<file path="config.mk">
export PLATFORM = sky130hd
export DESIGN_NAME = utf_codec_top
export DESIGN_NICKNAME = d
export VERILOG_FILES = /design/src/rtl/utf_pkg.sv /design/src/rtl/utf_ctrl_regs.sv /design/src/rtl/utf_char_reg.sv /design/src/rtl/utf_classify.sv /design/src/rtl/utf_read_port.sv /design/src/rtl/utf_codec_top.sv
export SDC_FILE = /design/constraint.sdc
export NUM_CORES = 1
export LEC_CHECK = 0
export ABC_AREA = 1
export BUFFER_PORTS_ARGS = -buffer_cell sky130_fd_sc_hd__buf_2
export CORE_MARGIN = 1
export CORE_UTILIZATION = 25
export CTS_BUF_LIST = sky130_fd_sc_hd__clkbuf_2
export DETAILED_ROUTE_END_ITERATION = 6
export SKIP_LAST_GASP = 1
export SLEW_MARGIN = 25
export SYNTH_ARGS = -nofsm -noshare
export SYNTH_HDL_FRONTEND = slang
export SYNTH_SLANG_ARGS = --single-unit
</file>
<file path="constraint.sdc">
create_clock -name clk -period 6.4 [get_ports clk]
set_input_delay 0.64 -clock clk [delete_from_list [all_inputs] [get_ports clk]]
set_output_delay 0.64 -clock clk [all_outputs]
set_load 0.02 [all_outputs]
</file>
<file path="src/rtl/utf_pkg.sv">
package utf_pkg;

    localparam int byte_w = 8;       // Bus byte
    localparam int char_w = 32;      // Character register
    localparam int len_w = 3;        // Pointers and lengths, up to 6 bytes
    localparam int utf32_bytes = 4;

    typedef enum logic {
        mode_utf8  = 1'b0,
        mode_utf32 = 1'b1
    } mode_e;

    typedef enum logic [1:0] {
        addr_ctl    = 2'd0,
        addr_data   = 2'd1,
        addr_status = 2'd2,
        addr_len    = 2'd3
    } reg_addr_e;

    typedef struct packed {
        logic  keep_char;   // 0 resets everything
        logic  spare_hi;
        mode_e mode;
        logic  read_dir;    // Data port reads out
        logic  big_endian;
        logic  chk_range;   // Non-Unicode counts as error
        logic  spare_lo;
        logic  keep_ptrs;   // 0 rewinds the read pointers
    } ctl_t;

    localparam ctl_t ctl_reset = 8'hFE;

    typedef struct packed {
        logic in_eof;
        logic out_eof;
        logic error;
        logic nonuni;
        logic overlong;
        logic invalid;
        logic retry;
        logic ready;
    } status_t;

    localparam logic [char_w-1:0] max_unicode_end = 32'h0011_0000;
    localparam logic [char_w-1:0] nonuni_end = 32'h8000_0000;

    // Overlong windows, indexed by sequence length
    localparam logic [char_w-1:0] overlong_lo [2:6] = '{
        32'hFFFF_F000, 32'hFFFE_0000, 32'hFFC0_0000, 32'hF800_0000, 32'hF000_0000
    };
    localparam logic [char_w-1:0] overlong_hi [2:6] = '{
        32'hFFFF_F080, 32'hFFFE_0800, 32'hFFC1_0000, 32'hF820_0000, 32'hF400_0000
    };

    // Partial sequences, indexed by bytes received so far
    localparam logic [char_w-1:0] underflow_lo [1:5] = '{
        32'hFFFF_FFC0, 32'hFFFF_F800, 32'hFFFF_0000, 32'hFFE0_0000, 32'hFC00_0000
    };
    localparam logic [char_w-1:0] underflow_hi [1:5] = '{
        32'hFFFF_FFFE, 32'hFFFF_FF80, 32'hFFFF_E000, 32'hFFF8_0000, 32'hFE00_0000
    };

endpackage

</file>
<file path="src/rtl/utf_ctrl_regs.sv">
`timescale 1ns/10ps

module utf_ctrl_regs (
    input  logic                          clk,
    input  logic                          rst_n,
    input  utf_pkg::reg_addr_e            address,
    input  logic                          data_write,
    input  logic [utf_pkg::byte_w-1:0]    data_in,
    input  utf_pkg::status_t              status_flags,
    input  logic [utf_pkg::len_w-1:0]     utf8_len,
    input  logic [utf_pkg::len_w-1:0]     in_count,
    input  logic                          out_eof,
    input  logic [utf_pkg::byte_w-1:0]    dout,
    output utf_pkg::ctl_t                 ctl,
    output logic                          reset_all,
    output logic                          reset_ptrs,
    output logic                          data_write_in,
    output logic                          data_read_step,
    output logic [utf_pkg::byte_w-1:0]    data_out
);

    utf_pkg::ctl_t    ctl_new;
    utf_pkg::status_t status;
    logic             ctl_write;
    logic             data_write_any;
    logic             in_eof;

    always_comb begin
        ctl_new = utf_pkg::ctl_t'(data_in);
        ctl_new.spare_hi = 1'b0;   // Spare bits read as 0
        ctl_new.spare_lo = 1'b0;
    end

    assign ctl_write = data_write && (address == utf_pkg::addr_ctl);
    assign data_write_any = data_write && (address == utf_pkg::addr_data);

    // Action bits act on the written byte, not the stored one
    assign reset_all = ctl_write && !ctl_new.keep_char;
    assign reset_ptrs = ctl_write && !ctl_new.keep_ptrs;

    assign data_write_in = data_write_any && !ctl.read_dir;
    assign data_read_step = data_write_any && ctl.read_dir;

    always_ff @(posedge clk) begin
        if (!rst_n) begin
            ctl <= utf_pkg::ctl_reset;
        end else if (ctl_write) begin
            ctl <= ctl_new;
        end
    end

    // Input full: six UTF-8 bytes or four UTF-32 bytes
    assign in_eof = (ctl.mode == utf_pkg::mode_utf8) ? (utf8_len == 3'd6)
                                                      : (in_count == utf_pkg::utf32_bytes);

    always_comb begin
        status = status_flags;
        status.in_eof = in_eof;
        status.out_eof = out_eof;
    end

    always_comb begin
        case (address)
            utf_pkg::addr_ctl:    data_out = ctl;
            utf_pkg::addr_data:   data_out = dout;
            utf_pkg::addr_status: data_out = status;
            utf_pkg::addr_len:    data_out = {1'b0, in_count, 1'b0, utf8_len};
        endcase
    end

endmodule

</file>
<file path="src/rtl/utf_char_reg.sv">
`timescale 1ns/10ps

module utf_char_reg (
    input  logic                          clk,
    input  logic                          rst_n,
    input  utf_pkg::ctl_t                 ctl,
    input  logic                          reset_all,
    input  logic                          data_write_in,
    input  logic [utf_pkg::byte_w-1:0]    data_in,
    input  logic [utf_pkg::len_w-1:0]     utf8_len,
    input  logic                          ready,
    output logic [utf_pkg::char_w-1:0]    rc,
    output logic                          empty,
    output logic [utf_pkg::len_w-1:0]     in_count,
    output logic                          retry
);

    logic [5:1]                   lead_done;     // Sequence completes with this byte
    logic [utf_pkg::char_w-1:0]   collapsed [1:5];
    logic [utf_pkg::char_w-1:0]   shifted;
    logic [utf_pkg::char_w-1:0]   merged;        // UTF-32 value with new byte
    logic                         cont_byte;

    assign cont_byte = (data_in[7:6] == 2'b10);

    // A partial value with k bytes in holds its lead ones down to bit 5k+1.
    // A zero at bit 5k means the next continuation byte is the last one.
    for (genvar k = 1; k <= 5; k++) begin : g_lead
        localparam int lo_bit = (k == 1) ? 1 : 5 * k - 5;   // Lowest bit above overlong range
        assign lead_done[k] = (&rc[31:5*k+1]) & ~rc[5*k] & (|rc[5*k-1:lo_bit]);
        assign collapsed[k] = {{(26-5*k){1'b0}}, rc[5*k-1:0], data_in[5:0]};
    end

    // Still partial, keep the ones on top
    assign shifted = (utf8_len == 3'd5) ? {4'hF, rc[21:0], data_in[5:0]}
                                        : {rc[25:0], data_in[5:0]};

    always_comb begin
        case (in_count)
            3'd1: merged = ctl.big_endian ? {16'b0, rc[7:0], data_in}
                                          : {16'b0, data_in, rc[7:0]};
            3'd2: merged = ctl.big_endian ? {8'b0, rc[15:0], data_in}
                                          : {8'b0, data_in, rc[15:0]};
            3'd3: merged = ctl.big_endian ? {rc[23:0], data_in}
                                          : {data_in, rc[23:0]};
            default: merged = {24'b0, data_in};   // First byte
        endcase
    end

    always_ff @(posedge clk) begin
        if (!rst_n || reset_all) begin
            rc <= '0;
            empty <= 1'b1;
            in_count <= '0;
            retry <= 1'b0;
        end else if (data_write_in) begin
            if (ctl.mode == utf_pkg::mode_utf32) begin
                if (in_count >= utf_pkg::utf32_bytes) begin
                    retry <= 1'b1;   // Fifth byte
                end else begin
                    rc <= merged;
                    empty <= 1'b0;
                    in_count <= in_count + 1'b1;
                end
            end else begin
                if (empty) begin
                    // Lead byte, sign-extended
                    rc <= {{(utf_pkg::char_w-utf_pkg::byte_w){data_in[7]}}, data_in};
                    empty <= 1'b0;
                end else if (ready || !cont_byte || utf8_len > 3'd5) begin
                    retry <= 1'b1;
                end else if (lead_done[utf8_len]) begin
                    rc <= collapsed[utf8_len];   // Drop the lead ones
                end else begin
                    rc <= shifted;
                end
            end
        end
    end

endmodule

</file>
<file path="src/rtl/utf_classify.sv">
`timescale 1ns/10ps

module utf_classify (
    input  logic [utf_pkg::char_w-1:0]    rc,
    input  logic                          empty,
    input  logic                          chk_range,
    input  logic                          retry,
    output logic [utf_pkg::len_w-1:0]     utf8_len,
    output utf_pkg::status_t              status_flags
);

    logic ready;
    logic invalid;
    logic overlong;
    logic nonuni;

    // Negative values are partial sequences, sign-extended from the lead byte
    always_comb begin
        if (empty)
            utf8_len = 3'd0;
        else if (rc < 32'h0000_0080 || rc >= 32'hFFFF_FF80)
            utf8_len = 3'd1;
        else if (rc < 32'h0000_0800 || rc >= 32'hFFFF_F000)
            utf8_len = 3'd2;
        else if (rc < 32'h0001_0000 || rc >= 32'hFFFE_0000)
            utf8_len = 3'd3;
        else if (rc < 32'h0020_0000 || rc >= 32'hFFC0_0000)
            utf8_len = 3'd4;
        else if (rc < 32'h0400_0000 || rc >= 32'hF800_0000)
            utf8_len = 3'd5;
        else
            utf8_len = 3'd6;
    end

    always_comb begin
        ready = 1'b0;
        invalid = 1'b0;
        overlong = 1'b0;
        nonuni = 1'b0;
        if (!empty) begin
            if (rc < utf_pkg::max_unicode_end) begin
                ready = 1'b1;
            end else if (rc < utf_pkg::nonuni_end) begin
                ready = 1'b1;
                nonuni = 1'b1;
            end else begin
                ready = 1'b1;
                invalid = 1'b1;   // Unless a window below claims it
                for (int n = 2; n <= 6; n++) begin
                    if (rc >= utf_pkg::overlong_lo[n] && rc < utf_pkg::overlong_hi[n]) begin
                        invalid = 1'b0;
                        overlong = 1'b1;
                    end
                end
                for (int n = 1; n <= 5; n++) begin
                    if (rc >= utf_pkg::underflow_lo[n] && rc < utf_pkg::underflow_hi[n]) begin
                        ready = 1'b0;   // Waiting for more bytes
                        invalid = 1'b0;
                    end
                end
            end
        end
    end

    always_comb begin
        status_flags = '0;   // eof bits filled in by the register block
        status_flags.ready = ready;
        status_flags.invalid = invalid;
        status_flags.overlong = overlong;
        status_flags.nonuni = nonuni;
        status_flags.retry = retry;
        status_flags.error = retry | invalid | overlong | (nonuni & chk_range);
    end

endmodule

</file>
<file path="src/rtl/utf_read_port.sv">
`timescale 1ns/10ps

module utf_read_port (
    input  logic                          clk,
    input  logic                          rst_n,
    input  utf_pkg::ctl_t                 ctl,
    input  logic                          reset_all,
    input  logic                          reset_ptrs,
    input  logic                          data_read_step,
    input  logic [utf_pkg::char_w-1:0]    rc,
    input  logic [utf_pkg::len_w-1:0]     utf8_len,
    output logic [utf_pkg::byte_w-1:0]    dout,
    output logic                          out_eof
);

    logic [utf_pkg::len_w-1:0]   ptr8;     // UTF-8 bytes emitted
    logic [utf_pkg::len_w-1:0]   ptr32;    // UTF-32 bytes emitted
    logic [utf_pkg::len_w-1:0]   remain;
    logic [utf_pkg::byte_w-1:0]  byte8;
    logic [utf_pkg::byte_w-1:0]  byte32;
    logic                        done8;
    logic                        done32;

    assign remain = utf8_len - ptr8;
    assign done8 = (ptr8 >= utf8_len);
    assign done32 = (ptr32 >= utf_pkg::utf32_bytes);

    always_comb begin
        byte8 = '0;
        if (!done8) begin
            if (ptr8 == '0) begin
                // Lead byte; a partial value gives its own lead back
                case (utf8_len)
                    3'd1: byte8 = rc[7:0];
                    3'd2: byte8 = {2'b11, rc[11:6]};
                    3'd3: byte8 = {3'b111, rc[16:12]};
                    3'd4: byte8 = {4'b1111, rc[21:18]};
                    3'd5: byte8 = {5'b11111, rc[26:24]};
                    default: byte8 = {7'b1111110, rc[30] & ~rc[31]};
                endcase
            end else if (remain == 3'd5) begin
                byte8 = {2'b10, rc[29:28] & {2{~rc[31]}}, rc[27:24]};
            end else begin
                byte8 = {2'b10, rc[6*remain-1 -: 6]};   // Six bits per trailing byte
            end
        end
    end

    always_comb begin
        if (done32)
            byte32 = '0;
        else if (ctl.big_endian)
            byte32 = rc[utf_pkg::char_w-1-8*ptr32 -: 8];
        else
            byte32 = rc[8*ptr32 +: 8];
    end

    always_ff @(posedge clk) begin
        if (!rst_n || reset_all || reset_ptrs) begin
            ptr8 <= '0;
            ptr32 <= '0;
            dout <= '0;
        end else if (data_read_step) begin
            if (ctl.mode == utf_pkg::mode_utf8) begin
                dout <= byte8;
                if (!done8)
                    ptr8 <= ptr8 + 1'b1;
            end else begin
                dout <= byte32;
                if (!done32)
                    ptr32 <= ptr32 + 1'b1;
            end
        end
    end

    assign out_eof = (ctl.mode == utf_pkg::mode_utf8) ? done8 : done32;

endmodule

</file>
<file path="src/rtl/utf_codec_top.sv">
`timescale 1ns/10ps

module utf_codec_top (
    input  logic        clk,
    input  logic        rst_n,
    input  logic [1:0]  address,
    input  logic        data_write,   // One-cycle strobe
    input  logic [7:0]  data_in,
    output logic [7:0]  data_out
);

    utf_pkg::ctl_t                ctl;
    utf_pkg::status_t             status_flags;
    logic                         reset_all;
    logic                         reset_ptrs;
    logic                         data_write_in;
    logic                         data_read_step;
    logic [utf_pkg::char_w-1:0]   rc;
    logic                         empty;
    logic [utf_pkg::len_w-1:0]    in_count;
    logic                         retry;
    logic [utf_pkg::len_w-1:0]    utf8_len;
    logic [utf_pkg::byte_w-1:0]   dout;
    logic                         out_eof;

    utf_ctrl_regs u_ctrl_regs (
        .clk            (clk),
        .rst_n          (rst_n),
        .address        (utf_pkg::reg_addr_e'(address)),
        .data_write     (data_write),
        .data_in        (data_in),
        .status_flags   (status_flags),
        .utf8_len       (utf8_len),
        .in_count       (in_count),
        .out_eof        (out_eof),
        .dout           (dout),
        .ctl            (ctl),
        .reset_all      (reset_all),
        .reset_ptrs     (reset_ptrs),
        .data_write_in  (data_write_in),
        .data_read_step (data_read_step),
        .data_out       (data_out)
    );

    utf_char_reg u_char_reg (
        .clk           (clk),
        .rst_n         (rst_n),
        .ctl           (ctl),
        .reset_all     (reset_all),
        .data_write_in (data_write_in),
        .data_in       (data_in),
        .utf8_len      (utf8_len),
        .ready         (status_flags.ready),
        .rc            (rc),
        .empty         (empty),
        .in_count      (in_count),
        .retry         (retry)
    );

    utf_classify u_classify (
        .rc           (rc),
        .empty        (empty),
        .chk_range    (ctl.chk_range),
        .retry        (retry),
        .utf8_len     (utf8_len),
        .status_flags (status_flags)
    );

    utf_read_port u_read_port (
        .clk            (clk),
        .rst_n          (rst_n),
        .ctl            (ctl),
        .reset_all      (reset_all),
        .reset_ptrs     (reset_ptrs),
        .data_read_step (data_read_step),
        .rc             (rc),
        .utf8_len       (utf8_len),
        .dout           (dout),
        .out_eof        (out_eof)
    );

endmodule

</file>
## Yosys cells after proc, flatten, opt, wreduce, memory -nomap -nowiden

Cells that the tools add are included.

| word-level totals | value |
|---|---|
| register bits after elaboration | 58 |
| output and inout port bits | 8 |

| operators by class | value |
|---|---|
| multiplexer cells | 69 |
| add/subtract/negate cells | 6 |
| $mul | 1 |
| reduce and logical (&&, ||, !) cells | 52 |
| magnitude comparators | 34 |
| eq/ne operators | 22 |
| shifts and indexed selects | 3 |
| bitwise logic cells | 27 |

Operator list:

| operator | count |
|---|---|
| $ge 32x32->1 const B | 11 |
| $lt 32x32->1 const B | 11 |
| $mux 32 | 9 |
| $bmux 32 s3 | 1 |
| $pmux 32 s3 | 1 |
| $mux 1 | 41 |
| $mux 8 | 5 |
| $pmux 8 s5 | 1 |
| $shiftx 39x33->8 | 1 |
| $shiftx 37x33->6 | 1 |
| $lt 32x12->1 const B | 1 |
| $lt 32x17->1 const B | 1 |
| $lt 32x21->1 const B | 1 |
| $lt 32x22->1 const B | 1 |
| $lt 32x27->1 const B | 1 |
| $lt 32x8->1 const B | 1 |
| $pmux 8 s4 | 1 |
| $shiftx 32x7->8 | 1 |
| $reduce_and 26->1 | 1 |
| $mux 24 | 1 |
| $reduce_and 21->1 | 1 |
| $reduce_or 5->1 | 4 |
| $logic_and 1x1->1 | 16 |
| $mux 16 | 1 |
| other kinds (41) | 100 |

## Longest topological paths before layout

| logic depth | value |
|---|---|
| depth after elaboration | 19 |
| gate-level depth with buffers | 35 |
| depth with buffers taken out | 32 |

## Cells and area by module

From an unflattened synthesis, not the netlist that was laid out.

| unflattened totals | value |
|---|---|
| cell total of the unflattened synthesis | 1194 |
| area, all modules | 6658.9 um2 |

Modules (own cells, without submodules):

| module | cells an instance | area each (um2) | instances |
|---|---|---|---|
| utf_read_port | 531 | 2806.4 | 1 |
| utf_char_reg | 442 | 2615.0 | 1 |
| utf_classify | 128 | 713.2 | 1 |
| utf_ctrl_regs | 93 | 524.3 | 1 |

## Least setup slack after synthesis

OpenSTA, ideal clock, no wires.

| path | value |
|---|---|
| kind | register to register |
| start | reg u_char_reg.rc[18] (netlist bit) |
| end | reg u_read_port.dout[0] (netlist bit) |
| data arrival time | 4.325 ns |
| path buffers | 5 |
| slack | 1.956 ns |
| data required time | 6.281 ns |
| cell stages (with the launch flop) | 34 |
| library setup time | 0.119 ns |
| cell sequence | dfxtp_1 > buf_4 > inv_1 > nand4_2 > nor2_2 > nand2_1 > nand2_2 > inv_2 > nand2_4 > nand2_8 > nand2_8 > nand2_8 > ha_1 > buf_2 > inv_1 > buf_2 > clkbuf_1 > ha_1 > inv_1 > fa_1 > nand2_1 > nor2_1 > nand4_2 > buf_2 > nand2_1 > o21ai_0 > nand2_1 > nand3_1 > o211ai_1 > nand3_1 > nand2_1 > nand2_1 > nand2_1 > a21oi_1 |

| between the ends | value |
|---|---|
| longest elaborated chain between the ends | 16 |

RTL lines:

| item | RTL line | text |
|---|---|---|
| start: declaration | utf_char_reg.sv:12 | `output logic [utf_pkg::char_w-1:0] rc,` |
| start signal: assignment | utf_char_reg.sv:61 | `rc <= merged;` |
| start signal: assignment | utf_char_reg.sv:68 | `rc <= {{(utf_pkg::char_w-utf_pkg::byte_w){data_in[7]}}, data_in};` |
| start signal: assignment | utf_char_reg.sv:73 | `rc <= collapsed[utf8_len];` |
| $lt 32x27->1 / $ge 32x32->1 (equally long branches) | utf_classify.sv:29 | `else if (rc < 32'h0400_0000 \|\| rc >= 32'hF800_0000)` |
| $logic_or 1x1->1 | utf_classify.sv:29 |  |
| $mux 2 | utf_classify.sv:29 |  |
| $mux 3 | utf_classify.sv:27 | `else if (rc < 32'h0020_0000 \|\| rc >= 32'hFFC0_0000)` |
| $mux 3 | utf_classify.sv:25 | `else if (rc < 32'h0001_0000 \|\| rc >= 32'hFFFE_0000)` |
| $mux 3 | utf_classify.sv:23 | `else if (rc < 32'h0000_0800 \|\| rc >= 32'hFFFF_F000)` |
| $mux 3 | utf_classify.sv:21 | `else if (rc < 32'h0000_0080 \|\| rc >= 32'hFFFF_FF80)` |
| $mux 3 | utf_classify.sv:19 | `if (empty)` |
| $sub 3x3->3 | utf_read_port.sv:24 | `assign remain = utf8_len - ptr8;` |
| $mul 2x3->5 | utf_read_port.sv:44 | `byte8 = {2'b10, rc[6*remain-1 -: 6]};` |
| $sub 6x1->7 | utf_read_port.sv:44 |  |
| $shiftx 37x33->6 | utf_read_port.sv:44 |  |
| $mux 6 | utf_read_port.sv:41 | `end else if (remain == 3'd5) begin` |
| $mux 8 | utf_read_port.sv:31 | `if (ptr8 == '0) begin` |
| $mux 8 | utf_read_port.sv:30 | `if (!done8) begin` |
| $mux 8 * | utf_read_port.sv:64 | `if (ctl.mode == utf_pkg::mode_utf8) begin` |
| end signal: assignment | utf_read_port.sv:65 | `dout <= byte8;` |
| end signal: assignment | utf_read_port.sv:69 | `dout <= byte32;` |
| end: declaration | utf_read_port.sv:12 | `output logic [utf_pkg::byte_w-1:0] dout,` |

Every way passes the cells marked *; elsewhere a longest branch is shown, timed or not.
A chain may end at the register's enable or synchronous reset.

## Worst setup path in the final report

| path | value |
|---|---|
| start | reg u_char_reg.rc[11] (netlist bit) |
| end | reg u_read_port.dout[0] (netlist bit) |

Same word-level chain as after synthesis.

==> flow_summary.rst <==
.. list-table::
   :header-rows: 1

   * - Metric
     - Value
   * - Die H
     - 160 um
   * - Cell variety after synth
     - 53
   * - Pin count of the biggest net entering global routing
     - 40
   * - Time the worst path needs with I/O delays and setup
     - 5620 ps
   * - Total CTS buffers
     - 9
   * - GPL Wtd Cong
     - 0.996
   * - Number of standard cells after synthesis
     - 1060
   * - VDD IR max
     - 0.000151 V
   * - Placed wire-length estimate after detailed placement
     - 19.1 mm
   * - Setup-failing EPs final
     - 0
   * - Clock tree from TritonCTS
     - done
   * - Wire length reported by the detailed router
     - about 25 mm
   * - CP Data Required Time
     - ~7000 ps
   * - Avg WL per Cell
     - 18.4 um
   * - Max H-tree Level
     - 3
   * - Buffer type at the clock tree root
     - clkbuf_2
   * - DRC violations left
     - 0
   * - GR Util All Layers
     - 0.194
   * - Width of the die
     - 160 um
   * - Cell accounting for the most synthesized area
     - dfxtp_1
   * - Initial standard-cell utilization of the core
     - 0.255
   * - Fraction of registers with async set or reset after synthesis
     - 0
   * - Worst Max-Slew Pin Slew
     - 1010 ps
   * - Critical Path Sink Type
     - register
   * - Signal arrival time at the worst endpoint
     - 6090 ps
   * - Timing-limited maximum frequency
     - 0.178 GHz
   * - Total leakage power
     - about 0.0028 uW
   * - Total count of hold-check failures in the final report
     - 0
   * - Slowest cell delay on critical path
     - 810 ps
   * - Type of origin of the critical path
     - register
   * - Synth Register Bits
     - 58
   * - Total of cells resized after clock tree synthesis
     - 0
   * - Power per standard cell area
     - 132 nW/um^2
   * - Placeable Area
     - 24400 um^2
   * - Number of placement rows
     - 57
   * - Worst slew slack as a fraction of its limit
     - 0.324
   * - Synth Area per Inst
     - 5.87 um^2
   * - Primary flip-flop cell chosen by synthesis mapping
     - dfxtp_1
   * - Period utilization
     - 0.878
   * - Vias in the first global route
     - roughly 6900
   * - Highest fanout seen on the critical path
     - 34
   * - Post-CTS Setup Repair Bufs
     - 0
   * - Final net count
     - between 1000 and 1500
   * - Commonest cells in the netlist
     - 236 x nand2_1, 129 x nand3_1, 123 x a21oi_1, 117 x inv_1, 91 x o21ai_0
   * - Number of DRC markers in iteration 0
     - 1069
   * - Total of buffers placed on input and output ports
     - 20
   * - Area contributors post-synth
     - dfxtp_1 19%, nand2_1 14%, nand3_1 10%
   * - Global-route wire length before repair
     - 39.2 mm
   * - Fraction of layout instances using a drive strength above 1
     - 0.0997
   * - Detailed-route vias per instance
     - 5.59
   * - Smallest hold slack
     - about 320 ps
   * - Number of antenna cells inserted
     - 0
   * - Post-CTS Hold Fix Bufs
     - 0
   * - Clock tree buffer depth
     - 2
   * - Result of the run
     - finished, final reports clean
   * - Post-Route Skew
     - around 28 ps
   * - Category of the critical setup timing path
     - register to register
   * - Number of iterations in the first detailed-routing pass
     - 7
   * - Residual antenna-violating net count after detailed routing
     - 0
   * - Synth-to-Final Area Change
     - 8.19%
   * - Unrepaired setup endpoints after global routing
     - false
   * - Number of ports placed on the die boundary
     - 21
   * - Count of pins over their slew limit
     - 0
   * - Number of nets in the synthesized netlist
     - 1092
   * - Synthesized area
     - 6220 um^2
   * - Worst-skew pair later-pin latency
     - 550 ps
   * - Most frequently used cell type in the post-synthesis netlist
     - nand2_1
   * - Num Clock Sinks
     - 58
   * - Antenna violations before repair
     - 0
   * - Slowest library cell on the worst path
     - dfxtp_1
   * - Warnings from Yosys
     - 0
   * - Area share of the largest cell type after synthesis
     - 0.187
   * - Seq/Total Area, Yosys
     - 0.187
   * - Number of enable-type register cells in the synthesized netlist
     - 0
   * - Clock slew at the register clock pins of the worst setup and hold paths
     - roughly 210 ps
   * - Max-cap violation count
     - 0
   * - Die area
     - between 20000 and 30000 um^2
   * - Total via count after detailed routing
     - ~7700
   * - Type of the worst min-delay path
     - input pin to register
   * - Residual overflow from global routing
     - 0
   * - Sum of negative setup slack
     - 0 ps
   * - Cell repeated most along the worst path
     - nand2_1
## registers in the layout, summed over array words and instances, names as in the netlist
register             cells
u_char_reg.retry         1
u_char_reg.in_count      3
u_read_port.ptr8         3
u_read_port.ptr32        3
u_read_port.dout         8
u_char_reg.empty         1
u_ctrl_regs.ctl          7
u_char_reg.rc           32
## critical path, delay by kind of cell, from the launching register on
family | cells | cell delay, ps
buf+inv | 5 | 560
flops | 1 | 810
fa+ha+maj | 4 | 1350
compound gates | 3 | 380
simple gates | 17 | 2440
## placed cells by master, fill, tap and decap left out, types with 4 or more instances in the layout
master	netlist	final
nor2_1	75	75
clkbuf_2	0	9
o211ai_1	8	8
nand2_2	9	9
nand3_1	129	129
buf_2	19	20
nand4_1	18	18
a211oi_1	5	5
o311ai_0	6	6
inv_1	117	117
o22ai_1	8	8
nor3_1	18	18
nand2_4	5	5
o21ai_0	91	91
inv_2	10	10
a21oi_1	123	123
nand2_1	236	236
o2111ai_1	6	6
o21ai_1	4	4
ha_1	17	17
nand3_2	8	8
dfxtp_1	58	58
buf_4	1	10
nor4_1	7	7
nor2_2	6	6
## path summary, 6_finish.rpt
| check | from | end | slack [ps] | depth (start not counted) |
|---|---|---|---|---|
| setup / recovery | u_char_reg.rc[11] | u_read_port.dout[0] | 780 | 29 |
| hold / removal | rst_n | u_ctrl_regs.ctl[7] | 320 | 2 |
| setup reg to reg | u_char_reg.rc[11] | u_read_port.dout[0] | 780 | 29 |
| hold reg to reg | u_ctrl_regs.ctl[6] | u_ctrl_regs.ctl[6] | 480 | 2 |
## routing by layer
metal / global-route usage / up-vias / share of wire
met2: 0.298 / 506 / 0.43
met3: 0.0301 / 96 / 0.12
met4: 0.0852 / 0 / 0.040
met5: 0 / - / 0
li1: - / 3571 / -
met1: 0.267 / 3518 / 0.41
## per-stage QoR
stage / power, uW / instance area (um^2) / utilization / setup WS [ps] / instances
floorplan: 503 / 6220 / - / 1960 / 1060
CTS: 890 / 6730 / 0.276 / 1020 / 1377
global route: 924 / 6730 / 0.276 / 395 / 1377
global placement: 550 / 6560 / 0.269 / 1010 / 1361
detailed placement: 550 / 6560 / 0.269 / 1010 / 1361
finish: 887 / 6730 / 0.276 / 783 / 1377
## layout make-up
class | instances | area (um^2)
timing repair buffer | 30 | 175
clock buffer | 9 | 45.0
fill | 2807 | 17700
tap | 324 | 405
clock inverter | 7 | 125
multi-input combinational | 819 | 4320
inverter | 130 | 493
sequential | 58 | 1160
## power breakdown
group	internal (uW)	switching (uW)
registers	369	18.3
clock network	173	166
logic	46.8	114
total	588	299
## cell families after synthesis
kind of cell / Yosys count / synth area share
AND/OR/NAND/NOR: 529 / 0.411
AO/OA/AOI/OAI: 269 / 0.241
buffers and inverters: 183 / 0.118
flip-flops: 58 / 0.187
adder cells (fa/ha/maj): 19 / 0.0406
XOR/XNOR: 2 / 0.00282
Note: power is estimated with default switching activity, not from simulation.
